===== config.mk =====
export PLATFORM = sky130hd
export DESIGN_NAME = gameTop
export DESIGN_NICKNAME = d
export VERILOG_FILES = /design/src/common/gamePkg.sv /design/src/ball/ballObject.sv /design/src/design/collisionDetector.sv /design/src/design/gameTop.sv /design/src/design/objectsMux.sv /design/src/design/rasterScan.sv /design/src/paddle/paddleObject.sv
export SDC_FILE = /design/constraint.sdc
export NUM_CORES = 1
export LEC_CHECK = 0
export BUFFER_PORTS_ARGS = -buffer_cell sky130_fd_sc_hd__buf_2
export CORE_MARGIN = 1
export CORE_UTILIZATION = 60
export CTS_BUF_LIST = sky130_fd_sc_hd__clkbuf_8
export CTS_CLUSTER_DIAMETER = 60
export CTS_CLUSTER_SIZE = 30
export DETAILED_ROUTE_END_ITERATION = 8
export PLACE_DENSITY = 0.77
export SLEW_MARGIN = 20
export SYNTH_ARGS = -nofsm -noshare
export SYNTH_HDL_FRONTEND = slang
export SYNTH_SLANG_ARGS = --single-unit

===== constraint.sdc =====
create_clock -name clk -period 3 [get_ports clk]
set_input_delay 0.15 -clock clk [delete_from_list [all_inputs] [get_ports clk]]
set_output_delay 0.15 -clock clk [all_outputs]
set_load 0.01 [all_outputs]

===== src/common/gamePkg.sv =====
package gamePkg;

	// pixel coordinate on the scaled screen
	typedef logic [7:0] coordT;

	// RGB332
	typedef logic [7:0] colorT;

	// wraps after 15
	typedef logic [3:0] missT;

	// screen, no blanking
	localparam coordT SCREEN_W = 8'd40;
	localparam coordT SCREEN_H = 8'd30;

	// border band width on every side
	localparam coordT BORDER = 8'd1;

	// ball square
	localparam coordT BALL_SIZE = 8'd4;
	localparam coordT BALL_START_X = 8'd18;
	localparam coordT BALL_START_Y = 8'd10;

	// paddle rectangle, top row at PADDLE_Y
	localparam coordT PADDLE_W = 8'd12;
	localparam coordT PADDLE_H = 8'd2;
	localparam coordT PADDLE_Y = 8'd26;
	localparam coordT PADDLE_START_X = 8'd14;

	// legal paddle x, keeps it out of the side bands
	localparam coordT PADDLE_MIN_X = BORDER;
	localparam coordT PADDLE_MAX_X = SCREEN_W - BORDER - PADDLE_W;

	// layer colours, highest priority first
	localparam colorT COLOR_BALL = 8'hFC;
	localparam colorT COLOR_PADDLE = 8'h1F;
	localparam colorT COLOR_BORDER = 8'hFF;
	localparam colorT COLOR_BACK = 8'h00;

endpackage


===== src/ball/ballObject.sv =====
`timescale 1ns/1ps

module ballObject (
	input	logic				clk,
	input	logic				rst,
	input	gamePkg::coordT		pixelX,
	input	gamePkg::coordT		pixelY,
	input	logic				startOfFrame,
	input	logic				pause,
	input	logic				hitTop,
	input	logic				hitBottom,
	input	logic				hitLeft,
	input	logic				hitRight,
	input	logic				hitPaddle,
	output	logic				drawBall,
	output	gamePkg::missT		misses
);

gamePkg::coordT	ballX;
gamePkg::coordT	ballY;
gamePkg::coordT	nextBallX;
gamePkg::coordT	nextBallY;

// velocity sign, set means moving toward 0
logic			velXNeg;
logic			velYNeg;
logic			nextVelXNeg;
logic			nextVelYNeg;

// no frame has ended yet right after reset
logic			running;

logic			doUpdate;

assign doUpdate = startOfFrame && running && !pause;

// bounce rules, later ones win
always_comb begin
	nextVelXNeg = velXNeg;
	nextVelYNeg = velYNeg;
	if (hitTop) begin
		nextVelYNeg = 1'b0;
	end
	if (hitPaddle) begin
		nextVelYNeg = 1'b1;
	end
	if (hitLeft) begin
		nextVelXNeg = 1'b0;
	end
	if (hitRight) begin
		nextVelXNeg = 1'b1;
	end
end

// one pixel step along the new velocity
always_comb begin
	if (nextVelXNeg) begin
		nextBallX = ballX - 8'd1;
	end else begin
		nextBallX = ballX + 8'd1;
	end
	if (nextVelYNeg) begin
		nextBallY = ballY - 8'd1;
	end else begin
		nextBallY = ballY + 8'd1;
	end
end

always_ff @(posedge clk) begin
	if (rst) begin
		running <= 1'b0;
		ballX <= gamePkg::BALL_START_X;
		ballY <= gamePkg::BALL_START_Y;
		velXNeg <= 1'b0;
		velYNeg <= 1'b0;
		misses <= '0;
	end else begin
		if (startOfFrame) begin
			running <= 1'b1;
		end
		if (doUpdate) begin
			if (hitBottom) begin
				// missed, restart from the top
				ballX <= gamePkg::BALL_START_X;
				ballY <= gamePkg::BALL_START_Y;
				velXNeg <= 1'b0;
				velYNeg <= 1'b0;
				misses <= misses + 4'd1;
			end else begin
				ballX <= nextBallX;
				ballY <= nextBallY;
				velXNeg <= nextVelXNeg;
				velYNeg <= nextVelYNeg;
			end
		end
	end
end

assign drawBall = (pixelX >= ballX) && (pixelX < ballX + gamePkg::BALL_SIZE) &&
	(pixelY >= ballY) && (pixelY < ballY + gamePkg::BALL_SIZE);

endmodule


===== src/design/collisionDetector.sv =====
`timescale 1ns/1ps

module collisionDetector (
	input	logic	clk,
	input	logic	rst,
	input	logic	startOfFrame,
	input	logic	drawBall,
	input	logic	drawPaddle,
	input	logic	drawTopBorder,
	input	logic	drawBottomBorder,
	input	logic	drawLeftBorder,
	input	logic	drawRightBorder,
	output	logic	hitTop,
	output	logic	hitBottom,
	output	logic	hitLeft,
	output	logic	hitRight,
	output	logic	hitPaddle
);

logic	ballOnTop;
logic	ballOnBottom;
logic	ballOnLeft;
logic	ballOnRight;
logic	ballOnPaddle;

// overlaps at the current pixel
assign ballOnTop = drawBall && drawTopBorder;
assign ballOnBottom = drawBall && drawBottomBorder;
assign ballOnLeft = drawBall && drawLeftBorder;
assign ballOnRight = drawBall && drawRightBorder;
assign ballOnPaddle = drawBall && drawPaddle;

always_ff @(posedge clk) begin
	if (rst) begin
		hitTop <= 1'b0;
		hitBottom <= 1'b0;
		hitLeft <= 1'b0;
		hitRight <= 1'b0;
		hitPaddle <= 1'b0;
	end else if (startOfFrame) begin
		// ball takes the flags this cycle, start a new frame
		hitTop <= 1'b0;
		hitBottom <= 1'b0;
		hitLeft <= 1'b0;
		hitRight <= 1'b0;
		hitPaddle <= 1'b0;
	end else begin
		hitTop <= hitTop || ballOnTop;
		hitBottom <= hitBottom || ballOnBottom;
		hitLeft <= hitLeft || ballOnLeft;
		hitRight <= hitRight || ballOnRight;
		hitPaddle <= hitPaddle || ballOnPaddle;
	end
end

endmodule


===== src/design/gameTop.sv =====
`timescale 1ns/1ps

module gameTop (
	input	logic				clk,
	input	logic				rst,
	input	logic				moveLeft,
	input	logic				moveRight,
	input	logic				pause,
	output	gamePkg::colorT		rgb,
	output	gamePkg::coordT		outX,
	output	gamePkg::coordT		outY,
	output	logic				frameStart,
	output	gamePkg::missT		misses
);

gamePkg::coordT	pixelX;
gamePkg::coordT	pixelY;
logic			startOfFrame;

logic			drawTopBorder;
logic			drawBottomBorder;
logic			drawLeftBorder;
logic			drawRightBorder;
logic			drawBall;
logic			drawPaddle;

logic			hitTop;
logic			hitBottom;
logic			hitLeft;
logic			hitRight;
logic			hitPaddle;

rasterScan rasterScanInst (
	.clk(clk),
	.rst(rst),
	.pixelX(pixelX),
	.pixelY(pixelY),
	.startOfFrame(startOfFrame),
	.drawTopBorder(drawTopBorder),
	.drawBottomBorder(drawBottomBorder),
	.drawLeftBorder(drawLeftBorder),
	.drawRightBorder(drawRightBorder)
);

ballObject ballObjectInst (
	.clk(clk),
	.rst(rst),
	.pixelX(pixelX),
	.pixelY(pixelY),
	.startOfFrame(startOfFrame),
	.pause(pause),
	.hitTop(hitTop),
	.hitBottom(hitBottom),
	.hitLeft(hitLeft),
	.hitRight(hitRight),
	.hitPaddle(hitPaddle),
	.drawBall(drawBall),
	.misses(misses)
);

paddleObject paddleObjectInst (
	.clk(clk),
	.rst(rst),
	.pixelX(pixelX),
	.pixelY(pixelY),
	.startOfFrame(startOfFrame),
	.pause(pause),
	.moveLeft(moveLeft),
	.moveRight(moveRight),
	.drawPaddle(drawPaddle)
);

// game logic sees both objects here
collisionDetector collisionDetectorInst (
	.clk(clk),
	.rst(rst),
	.startOfFrame(startOfFrame),
	.drawBall(drawBall),
	.drawPaddle(drawPaddle),
	.drawTopBorder(drawTopBorder),
	.drawBottomBorder(drawBottomBorder),
	.drawLeftBorder(drawLeftBorder),
	.drawRightBorder(drawRightBorder),
	.hitTop(hitTop),
	.hitBottom(hitBottom),
	.hitLeft(hitLeft),
	.hitRight(hitRight),
	.hitPaddle(hitPaddle)
);

objectsMux objectsMuxInst (
	.clk(clk),
	.rst(rst),
	.pixelX(pixelX),
	.pixelY(pixelY),
	.startOfFrame(startOfFrame),
	.drawBall(drawBall),
	.drawPaddle(drawPaddle),
	.drawTopBorder(drawTopBorder),
	.drawBottomBorder(drawBottomBorder),
	.drawLeftBorder(drawLeftBorder),
	.drawRightBorder(drawRightBorder),
	.rgb(rgb),
	.outX(outX),
	.outY(outY),
	.frameStart(frameStart)
);

endmodule


===== src/design/objectsMux.sv =====
`timescale 1ns/1ps

module objectsMux (
	input	logic				clk,
	input	logic				rst,
	input	gamePkg::coordT		pixelX,
	input	gamePkg::coordT		pixelY,
	input	logic				startOfFrame,
	input	logic				drawBall,
	input	logic				drawPaddle,
	input	logic				drawTopBorder,
	input	logic				drawBottomBorder,
	input	logic				drawLeftBorder,
	input	logic				drawRightBorder,
	output	gamePkg::colorT		rgb,
	output	gamePkg::coordT		outX,
	output	gamePkg::coordT		outY,
	output	logic				frameStart
);

logic				drawBorder;
gamePkg::colorT		pixelColor;

assign drawBorder = drawTopBorder || drawBottomBorder || drawLeftBorder || drawRightBorder;

// ball over paddle over border over background
always_comb begin
	if (drawBall) begin
		pixelColor = gamePkg::COLOR_BALL;
	end else if (drawPaddle) begin
		pixelColor = gamePkg::COLOR_PADDLE;
	end else if (drawBorder) begin
		pixelColor = gamePkg::COLOR_BORDER;
	end else begin
		pixelColor = gamePkg::COLOR_BACK;
	end
end

// coordinates and frame pulse follow the colour by one cycle
always_ff @(posedge clk) begin
	if (rst) begin
		rgb <= gamePkg::COLOR_BACK;
		outX <= '0;
		outY <= '0;
		frameStart <= 1'b0;
	end else begin
		rgb <= pixelColor;
		outX <= pixelX;
		outY <= pixelY;
		frameStart <= startOfFrame;
	end
end

endmodule


===== src/design/rasterScan.sv =====
`timescale 1ns/1ps

module rasterScan (
	input	logic				clk,
	input	logic				rst,
	output	gamePkg::coordT		pixelX,
	output	gamePkg::coordT		pixelY,
	output	logic				startOfFrame,
	output	logic				drawTopBorder,
	output	logic				drawBottomBorder,
	output	logic				drawLeftBorder,
	output	logic				drawRightBorder
);

gamePkg::coordT	nextX;
gamePkg::coordT	nextY;

// next pixel in scan order
always_comb begin
	if (pixelX == gamePkg::SCREEN_W - 8'd1) begin
		nextX = '0;
		if (pixelY == gamePkg::SCREEN_H - 8'd1) begin
			nextY = '0;
		end else begin
			nextY = pixelY + 8'd1;
		end
	end else begin
		nextX = pixelX + 8'd1;
		nextY = pixelY;
	end
end

always_ff @(posedge clk) begin
	if (rst) begin
		// parked on the last pixel so the scan opens with (0,0)
		pixelX <= gamePkg::SCREEN_W - 8'd1;
		pixelY <= gamePkg::SCREEN_H - 8'd1;
		startOfFrame <= 1'b0;
		drawTopBorder <= 1'b0;
		drawBottomBorder <= 1'b0;
		drawLeftBorder <= 1'b0;
		drawRightBorder <= 1'b0;
	end else begin
		pixelX <= nextX;
		pixelY <= nextY;
		startOfFrame <= (nextX == '0) && (nextY == '0);
		drawTopBorder <= nextY < gamePkg::BORDER;
		drawBottomBorder <= nextY >= gamePkg::SCREEN_H - gamePkg::BORDER;
		drawLeftBorder <= nextX < gamePkg::BORDER;
		drawRightBorder <= nextX >= gamePkg::SCREEN_W - gamePkg::BORDER;
	end
end

endmodule


===== src/paddle/paddleObject.sv =====
`timescale 1ns/1ps

module paddleObject (
	input	logic				clk,
	input	logic				rst,
	input	gamePkg::coordT		pixelX,
	input	gamePkg::coordT		pixelY,
	input	logic				startOfFrame,
	input	logic				pause,
	input	logic				moveLeft,
	input	logic				moveRight,
	output	logic				drawPaddle
);

gamePkg::coordT	paddleX;

// first frame after reset keeps the start image
logic			running;

logic			doUpdate;
logic			stepLeft;
logic			stepRight;

assign doUpdate = startOfFrame && running && !pause;

// a single key only, and never into a side band
assign stepLeft = moveLeft && !moveRight && (paddleX > gamePkg::PADDLE_MIN_X);
assign stepRight = moveRight && !moveLeft && (paddleX < gamePkg::PADDLE_MAX_X);

always_ff @(posedge clk) begin
	if (rst) begin
		running <= 1'b0;
		paddleX <= gamePkg::PADDLE_START_X;
	end else begin
		if (startOfFrame) begin
			running <= 1'b1;
		end
		if (doUpdate) begin
			if (stepLeft) begin
				paddleX <= paddleX - 8'd1;
			end else if (stepRight) begin
				paddleX <= paddleX + 8'd1;
			end
		end
	end
end

// fixed rows, only x moves
assign drawPaddle = (pixelX >= paddleX) && (pixelX < paddleX + gamePkg::PADDLE_W) &&
	(pixelY >= gamePkg::PADDLE_Y) && (pixelY < gamePkg::PADDLE_Y + gamePkg::PADDLE_H);

endmodule


==> results_dict.tcl, run 1 <==
set metrics [dict create \
    synth_ff_type "dfxtp_1" \
    grt.total_usage_pct 26.8 \
    synth_edf_count 0 \
    ios 34 \
    yosysSeqAreaShare_pct 30.7 \
    worst_pin_slew_ns 0.855 \
    cts_tree "built" \
    critPathTopFamily "simple AND/OR/NAND/NOR gates" \
    overflow 0 \
    numPortBuffers 33 \
    synth_async_sr_flop_share_pct 0 \
    worst_setup_path_end_kind "flop" \
    ys_ff_latch 77 \
    via_per_inst 5.88 \
    grt_pass1_vias 4103 \
    start_util_pct 61.5 \
    finalMaxSlewViolations 0 \
    synth_top_family_by_area "simple AND/OR/NAND/NOR gates" \
    drc_errors 0 \
    worstPathMaxFanout 8 \
    r2r_end "objectsMuxInst.rgb[4]" \
    cts_buffer_depth 2 \
    min_period_ns 2.64 \
    antenna_left 0 \
    min_path_cells 4 \
    maxCapViolations 0 \
    nNetsFinal 691 \
    hold_violations 0 \
    multi_input_area_um2 3200 \
    setup_viol 0 \
    worstRegToRegCells 11 \
    switching_power_mw 1.18 \
    syn_avg_cell_area_um2 8.41 \
    cts_sinks 77 \
    dp_hpwl_um 7920 \
    seqCellArea_um2 1540 \
    finish.instance_area_um2 5380 \
    pwr-share-comb_pct 31.5 \
    crit_chain "inv_1 -> ha_1 -> nor3_1 -> xnor2_1 -> ha_1 -> and3_1 -> nand2_1 -> a21oi_1 -> nor4_1 -> nor2b_1 -> a21oi_1" \
    fin_crit_sh_pct 88.1 \
    row_count 33 \
    antenna_cells 0 \
    crit_buf_inv 1 \
    start_kind "flop" \
    synth-xor-area-share_pct 6.79 \
    holdPathEnd "ballObjectInst.misses[1]" \
    antenna_found_initial 0 \
    grt_pass1_wl_um 18600 \
    grt_max_degree 47 \
    slew_headroom_pct 43.0 \
    p_seq_share_pct 42.0 \
    clock_latency_ns 0.38 \
    hp-class "in2reg" \
    status "complete, no violations" \
    worstPathRequired_ns 3.29 \
    gp_congestion 0.915 \
    first_pass_iters 6 \
    cp_data_arrival_time_ns 2.93 \
    yosys_warnings 0 \
    power.leakage_nw 2.37 \
    vias 4268 \
    fillers 695 \
    die-width_um 93.5 \
    crit_slowest_cell "dfxtp_1" \
    clkSlewWorstSetupHoldPaths_ns 0.10 \
    syn2layout_area_growth_pct 7.04 \
    rsz0062_at_grt "no" \
    synth_compound_area_share_pct 14.6 \
    path_class "reg2reg" \
    yosys.area_share.adder_pct 17.7 \
    coreArea_um2 8180 \
    cts_hold_buf 0 \
    irDropWorstVdd_v 0.000284 \
    switching_share_pct 37.4 \
    ys_types 61 \
    cts_buffers 9 \
    drt_first_iter_violations 242 \
    placed_area_um2 5180 \
    synth-simple-area-share_pct 23.7 \
    netlist_area_um2 5030 \
    post-cts-setup-buffers 0 \
    r2r_slack_ns 0.36 \
    synthMuxAreaShare_pct 0.796 \
    power.share.clock_pct 26.6 \
    reg2reg_from "paddleObjectInst.paddleX[2]" \
    p_int_mw 1.97 \
    htreeDepth 3 \
    die-area_um2 8750 \
    hold_start "pause" \
    max_freq_ghz 0.378 \
    routed_wl_um 10900 \
    root_buffer "clkbuf_8" \
    cpPeakStageDelay_ns 0.46 \
    power.density_nw_per_um2 586 \
    postSynthNetCount 673 \
    synth_cells 598 \
    die_h_um 93.5 \
    cts_resized 0 \
    clock_skew_ns 0.0167 \
    wl_per_cell_um 15.1 \
    fin_setup_tns_ns 0 \
    drive_above_1_share_pct 9.50 \
]
==> routing by layer <==
metal / track usage, % / share of wire [%] / up-vias
met5: 0 / 0 / -
met4: 9.49 / 1.6 / 0
met3: 3.98 / 3.4 / 16
met2: 47.2 / 49 / 93
met1: 33.1 / 46 / 2025
li1: - / - / 2134
==> placed cells by master (no fill, tap or decap), types with 2 or more instances in the layout <==
cell type	netlist	final
fa_1	2	2
mux2i_1	4	4
xor2_1	8	8
clkbuf_8	2	9
or3_1	10	10
a21oi_1	43	43
o21bai_1	3	3
a211o_1	4	4
a22oi_1	2	2
and3_1	7	7
o22ai_1	2	2
nand3_1	28	28
o21ai_0	27	27
a32oi_1	2	2
a21o_1	8	8
nor4_1	2	2
and4_1	5	5
nand2_1	37	37
o31ai_1	2	2
nand2b_1	8	8
o211ai_1	4	4
nor3_1	25	25
nand3b_1	3	3
xnor2_1	31	31
dfxtp_1	77	77
or2_2	3	3
inv_6	0	3
nor2_1	55	55
o2111ai_1	2	2
inv_1	35	35
nor2b_1	24	24
nor3b_1	3	3
o21ai_1	2	2
nand4_1	7	7
a31oi_1	6	6
buf_2	2	33
ha_1	68	68
==> how the worst max path moves through the flow <==
stage	start	to	slack (ns)	depth (start not counted)
after floorplan	ballObjectInst.ballY[2]	objectsMuxInst.rgb[0]	0.74	9
after global placement	paddleObjectInst.paddleX[2]	collisionDetectorInst.hitPaddle	0.50	11
after detailed placement	paddleObjectInst.paddleX[2]	collisionDetectorInst.hitPaddle	0.40	11
after CTS	paddleObjectInst.paddleX[2]	collisionDetectorInst.hitPaddle	0.36	11
after global routing	paddleObjectInst.paddleX[2]	objectsMuxInst.rgb[4]	0.06	11
final	paddleObjectInst.paddleX[2]	objectsMuxInst.rgb[4]	0.36	11
==> area by class of cell <==
| cell class | instances | share of cell area (%) |
|---|---|---|
| multi-input combinational | 459 | 59.5 |
| sequential | 77 | 28.6 |
| tap | 105 | 2.44 |
| inverter | 35 | 2.44 |
| clock buffer | 9 | 2.30 |
| timing repair buffer | 34 | 3.21 |
| clock inverter | 7 | 1.49 |
==> state kept, by name, indices dropped and copies added, names as in the netlist, 3 cells and up <==
register / flops
paddleObjectInst.paddleX: 8
rasterScanInst.pixelY: 8
ballObjectInst.ballY: 8
ballObjectInst.ballX: 8
objectsMuxInst.outY: 8
rasterScanInst.pixelX: 8
objectsMuxInst.outX: 8
ballObjectInst.misses: 4
objectsMuxInst.rgb: 3
==> Yosys cell counts, drive strengths merged, types with 7 or more instances <==
cell type / instances / area (µm²)
dfxtp: 77 / 1540
ha: 68 / 851
nor2: 55 / 206
a21oi: 43 / 215
nand2: 37 / 139
inv: 35 / 131
xnor2: 31 / 272
o21ai: 29 / 145
nand3: 28 / 140
nor3: 25 / 125
nor2b: 24 / 150
clkbuf: 18 / 87.6
or3: 10 / 62.6
a21o: 9 / 68.8
buf: 9 / 66.3
nand2b: 8 / 50.1
xor2: 8 / 70.1
and3: 7 / 43.8
nand4: 7 / 43.8
==> power by group through the flow <==
stage,registers [mW],clock network (mW),logic [mW]
final,1.32,0.837,0.992
after global routing,1.34,0.882,1.13
after CTS,1.32,0.842,0.984
after detailed placement,1.34,0,0.967
after global placement,1.34,0,0.931
after floorplan,1.28,0,0.795
==> cell families (layout without fill, tap and decap cells) <==
kind of cell / count (synthesis) / in the layout
AO/OA/AOI/OAI: 118 / 118
XOR/XNOR: 39 / 39
adder cells (fa/ha/maj): 70 / 70
buffers and inverters: 62 / 85
flip-flops: 77 / 77
multiplexers: 4 / 4
AND/OR/NAND/NOR: 228 / 228
==> per-stage QoR <==
step                setup slack [ns]  hold slack, ns  util [%]  instances  total power [mW]
floorplan                      0.742           0.407         -        598              2.07
global placement               0.502           0.442      63.3        710              2.27
detailed placement             0.399           0.446      63.3        710              2.31
CTS                            0.355           0.210      65.8        726              3.15
global route                  0.0649           0.255      65.8        726              3.35
finish                         0.357           0.213      65.8        726              3.15
==> worst min-delay path: stages <==
cell and delay, ns:
buf_2 0.09, nor2_1 0.12, nand3_1 0.12, a21oi_1 0.06
Note: power is estimated with default switching activity, not from simulation.
==> inputs of run 2 (changes only) <==
- CORE_UTILIZATION: 60 -> 63
- PLACE_DENSITY: 0.77 -> 0.81
==> run 2 against run 1 <==
- final area fell by 0.44%
- via count fell by 0.59%
- total power fell by 2.6%
- non-clock buffer count did not move
- clock power fell by 10%
- worst setup slack got worse by 0.069 ns
- hold slack got worse by 0.020 ns
- first-iteration DRC count fell by 31%
- critical endpoint unchanged
- largest cell class unchanged
- largest power group unchanged
==> results_dict.tcl, run 2 (synthesis gave the netlist of run 1 again) <==
set metrics [dict create \
    status "complete, no violations" \
    cts_resized 0 \
    switching_power_mw 1.19 \
    cts_hold_buf 0 \
    gp_congestion 0.903 \
    finalMaxSlewViolations 0 \
    dp_hpwl_um 7690 \
    worstPathRequired_ns 3.27 \
    slew_headroom_pct 45.6 \
    htreeDepth 3 \
    cts_tree "built" \
    post-cts-setup-buffers 0 \
    vias 4243 \
    die_h_um 91.3 \
    path_class "reg2reg" \
    hp-class "in2reg" \
    hold_violations 0 \
    cts_buffer_depth 2 \
    maxCapViolations 0 \
    via_per_inst 5.87 \
    p_int_mw 1.89 \
    row_count 32 \
    worstPathMaxFanout 5 \
    root_buffer "clkbuf_8" \
    drive_above_1_share_pct 9.50 \
    antenna_found_initial 0 \
    clock_skew_ns 0.00815 \
    p_seq_share_pct 43.0 \
    irDropWorstVdd_v 0.000366 \
    drc_errors 0 \
    antenna_cells 0 \
    clock_latency_ns 0.36 \
    max_freq_ghz 0.369 \
    grt.total_usage_pct 27.4 \
    nNetsFinal 691 \
    grt_pass1_wl_um 18500 \
    grt_max_degree 47 \
    power.density_nw_per_um2 573 \
    fin_crit_sh_pct 90.4 \
    setup_viol 0 \
    clkSlewWorstSetupHoldPaths_ns 0.09 \
    final_cell_mix "dfxtp_1, ha_1, nor2_1, a21oi_1, nand2_1" \
    power.share.clock_pct 24.4 \
    start_kind "flop" \
    fin_setup_tns_ns 0 \
    start_util_pct 65.1 \
    worst_setup_path_end_kind "flop" \
    grt_pass1_vias 4084 \
    routed_wl_um 10500 \
    wl_per_cell_um 14.6 \
    pwr-share-comb_pct 32.6 \
    power.leakage_nw 2.36 \
    numPortBuffers 33 \
    cp_data_arrival_time_ns 2.98 \
    die-area_um2 8340 \
    syn2layout_area_growth_pct 6.57 \
    switching_share_pct 38.6 \
    layout_commonest_cell "dfxtp_1" \
    ios 34 \
    cts_sinks 77 \
    drt_first_iter_violations 167 \
    dpl_worst_slack_ns 0.373 \
    coreArea_um2 7730 \
    rsz0062_at_grt "no" \
    min_period_ns 2.71 \
    cts_buffers 9 \
    worst_pin_slew_ns 0.816 \
    overflow 0 \
    first_pass_iters 6 \
    antenna_left 0 \
    timing.final.ws_setup_ns 0.287 \
    die-width_um 91.3 \
]
run 2: changes by cell type in the layout (fill, tap and decap cells not counted):
cell | before | now
clkinv_4 | 0 | 2
clkinvlp_4 | 1 | 3
inv_6 | 3 | 1
bufinv_16 | 1 | 0
clkinv_2 | 1 | 0
run 2: area by class of cell:
type                    instances  area [µm²]
flip-flops and latches         77        1540
multi-input cells             459        3200
fillers                       637        2370
clock inverters                 7        60.1
well taps                     102         128
clock buffers                   9         124
inverters                      35         131
repair buffers                 34         173
run 2: power groups by stage:
| stage | registers [mW] | clock network (mW) | logic, mW |
|---|---|---|---|
| CTS | 1.32 | 0.755 | 0.986 |
| global route | 1.34 | 0.796 | 1.13 |
| global placement | 1.33 | 0 | 0.929 |
| detailed placement | 1.34 | 0 | 0.965 |
| floorplan | 1.28 | 0 | 0.795 |
| finish | 1.32 | 0.750 | 1.00 |
run 2: routing by layer:
metal / GRT usage (%) / routed length, µm / vias to the layer above
li1: - / - / 2144
met1: 34.7 / 4900 / 1969
met2: 46.2 / 4970 / 111
met3: 5.03 / 470 / 19
met4: 10.3 / 180 / 0
met5: 0 / 0 / -
run 2: stage by stage:
stage | hold slack, ns | instances | utilization [%] | power, mW | instance area (µm²)
2_1_floorplan | 0.407 | 598 | - | 2.07 | 5030
3_3_place_gp | 0.441 | 707 | 67.0 | 2.26 | 5170
3_5_place_dp | 0.450 | 707 | 67.0 | 2.30 | 5170
4_1_cts | 0.205 | 723 | 69.3 | 3.06 | 5360
5_1_grt | 0.244 | 723 | 69.3 | 3.27 | 5360
6_report | 0.193 | 723 | 69.3 | 3.07 | 5360
run 2: final timing paths:
| kind | from | to | slack [ns] | cells after the start |
|---|---|---|---|---|
| max reg2reg | ballObjectInst.ballY[2] | objectsMuxInst.rgb[4] | 0.29 | 9 |
| min | pause | ballObjectInst.misses[1] | 0.19 | 4 |
| min reg2reg | collisionDetectorInst.hitTop | collisionDetectorInst.hitTop | 0.46 | 2 |
| max | ballObjectInst.ballY[2] | objectsMuxInst.rgb[4] | 0.29 | 9 |
run 2: critical path, stage by stage (launching register included):
cell and delay (ns):
dfxtp_1 0.43, inv_1 0.11, nor3_1 0.32, nand3_1 0.14
xnor2_1 0.19, ha_1 0.27, a211o_1 0.32, a211oi_1 0.43
nand4_1 0.19, a21oi_1 0.23
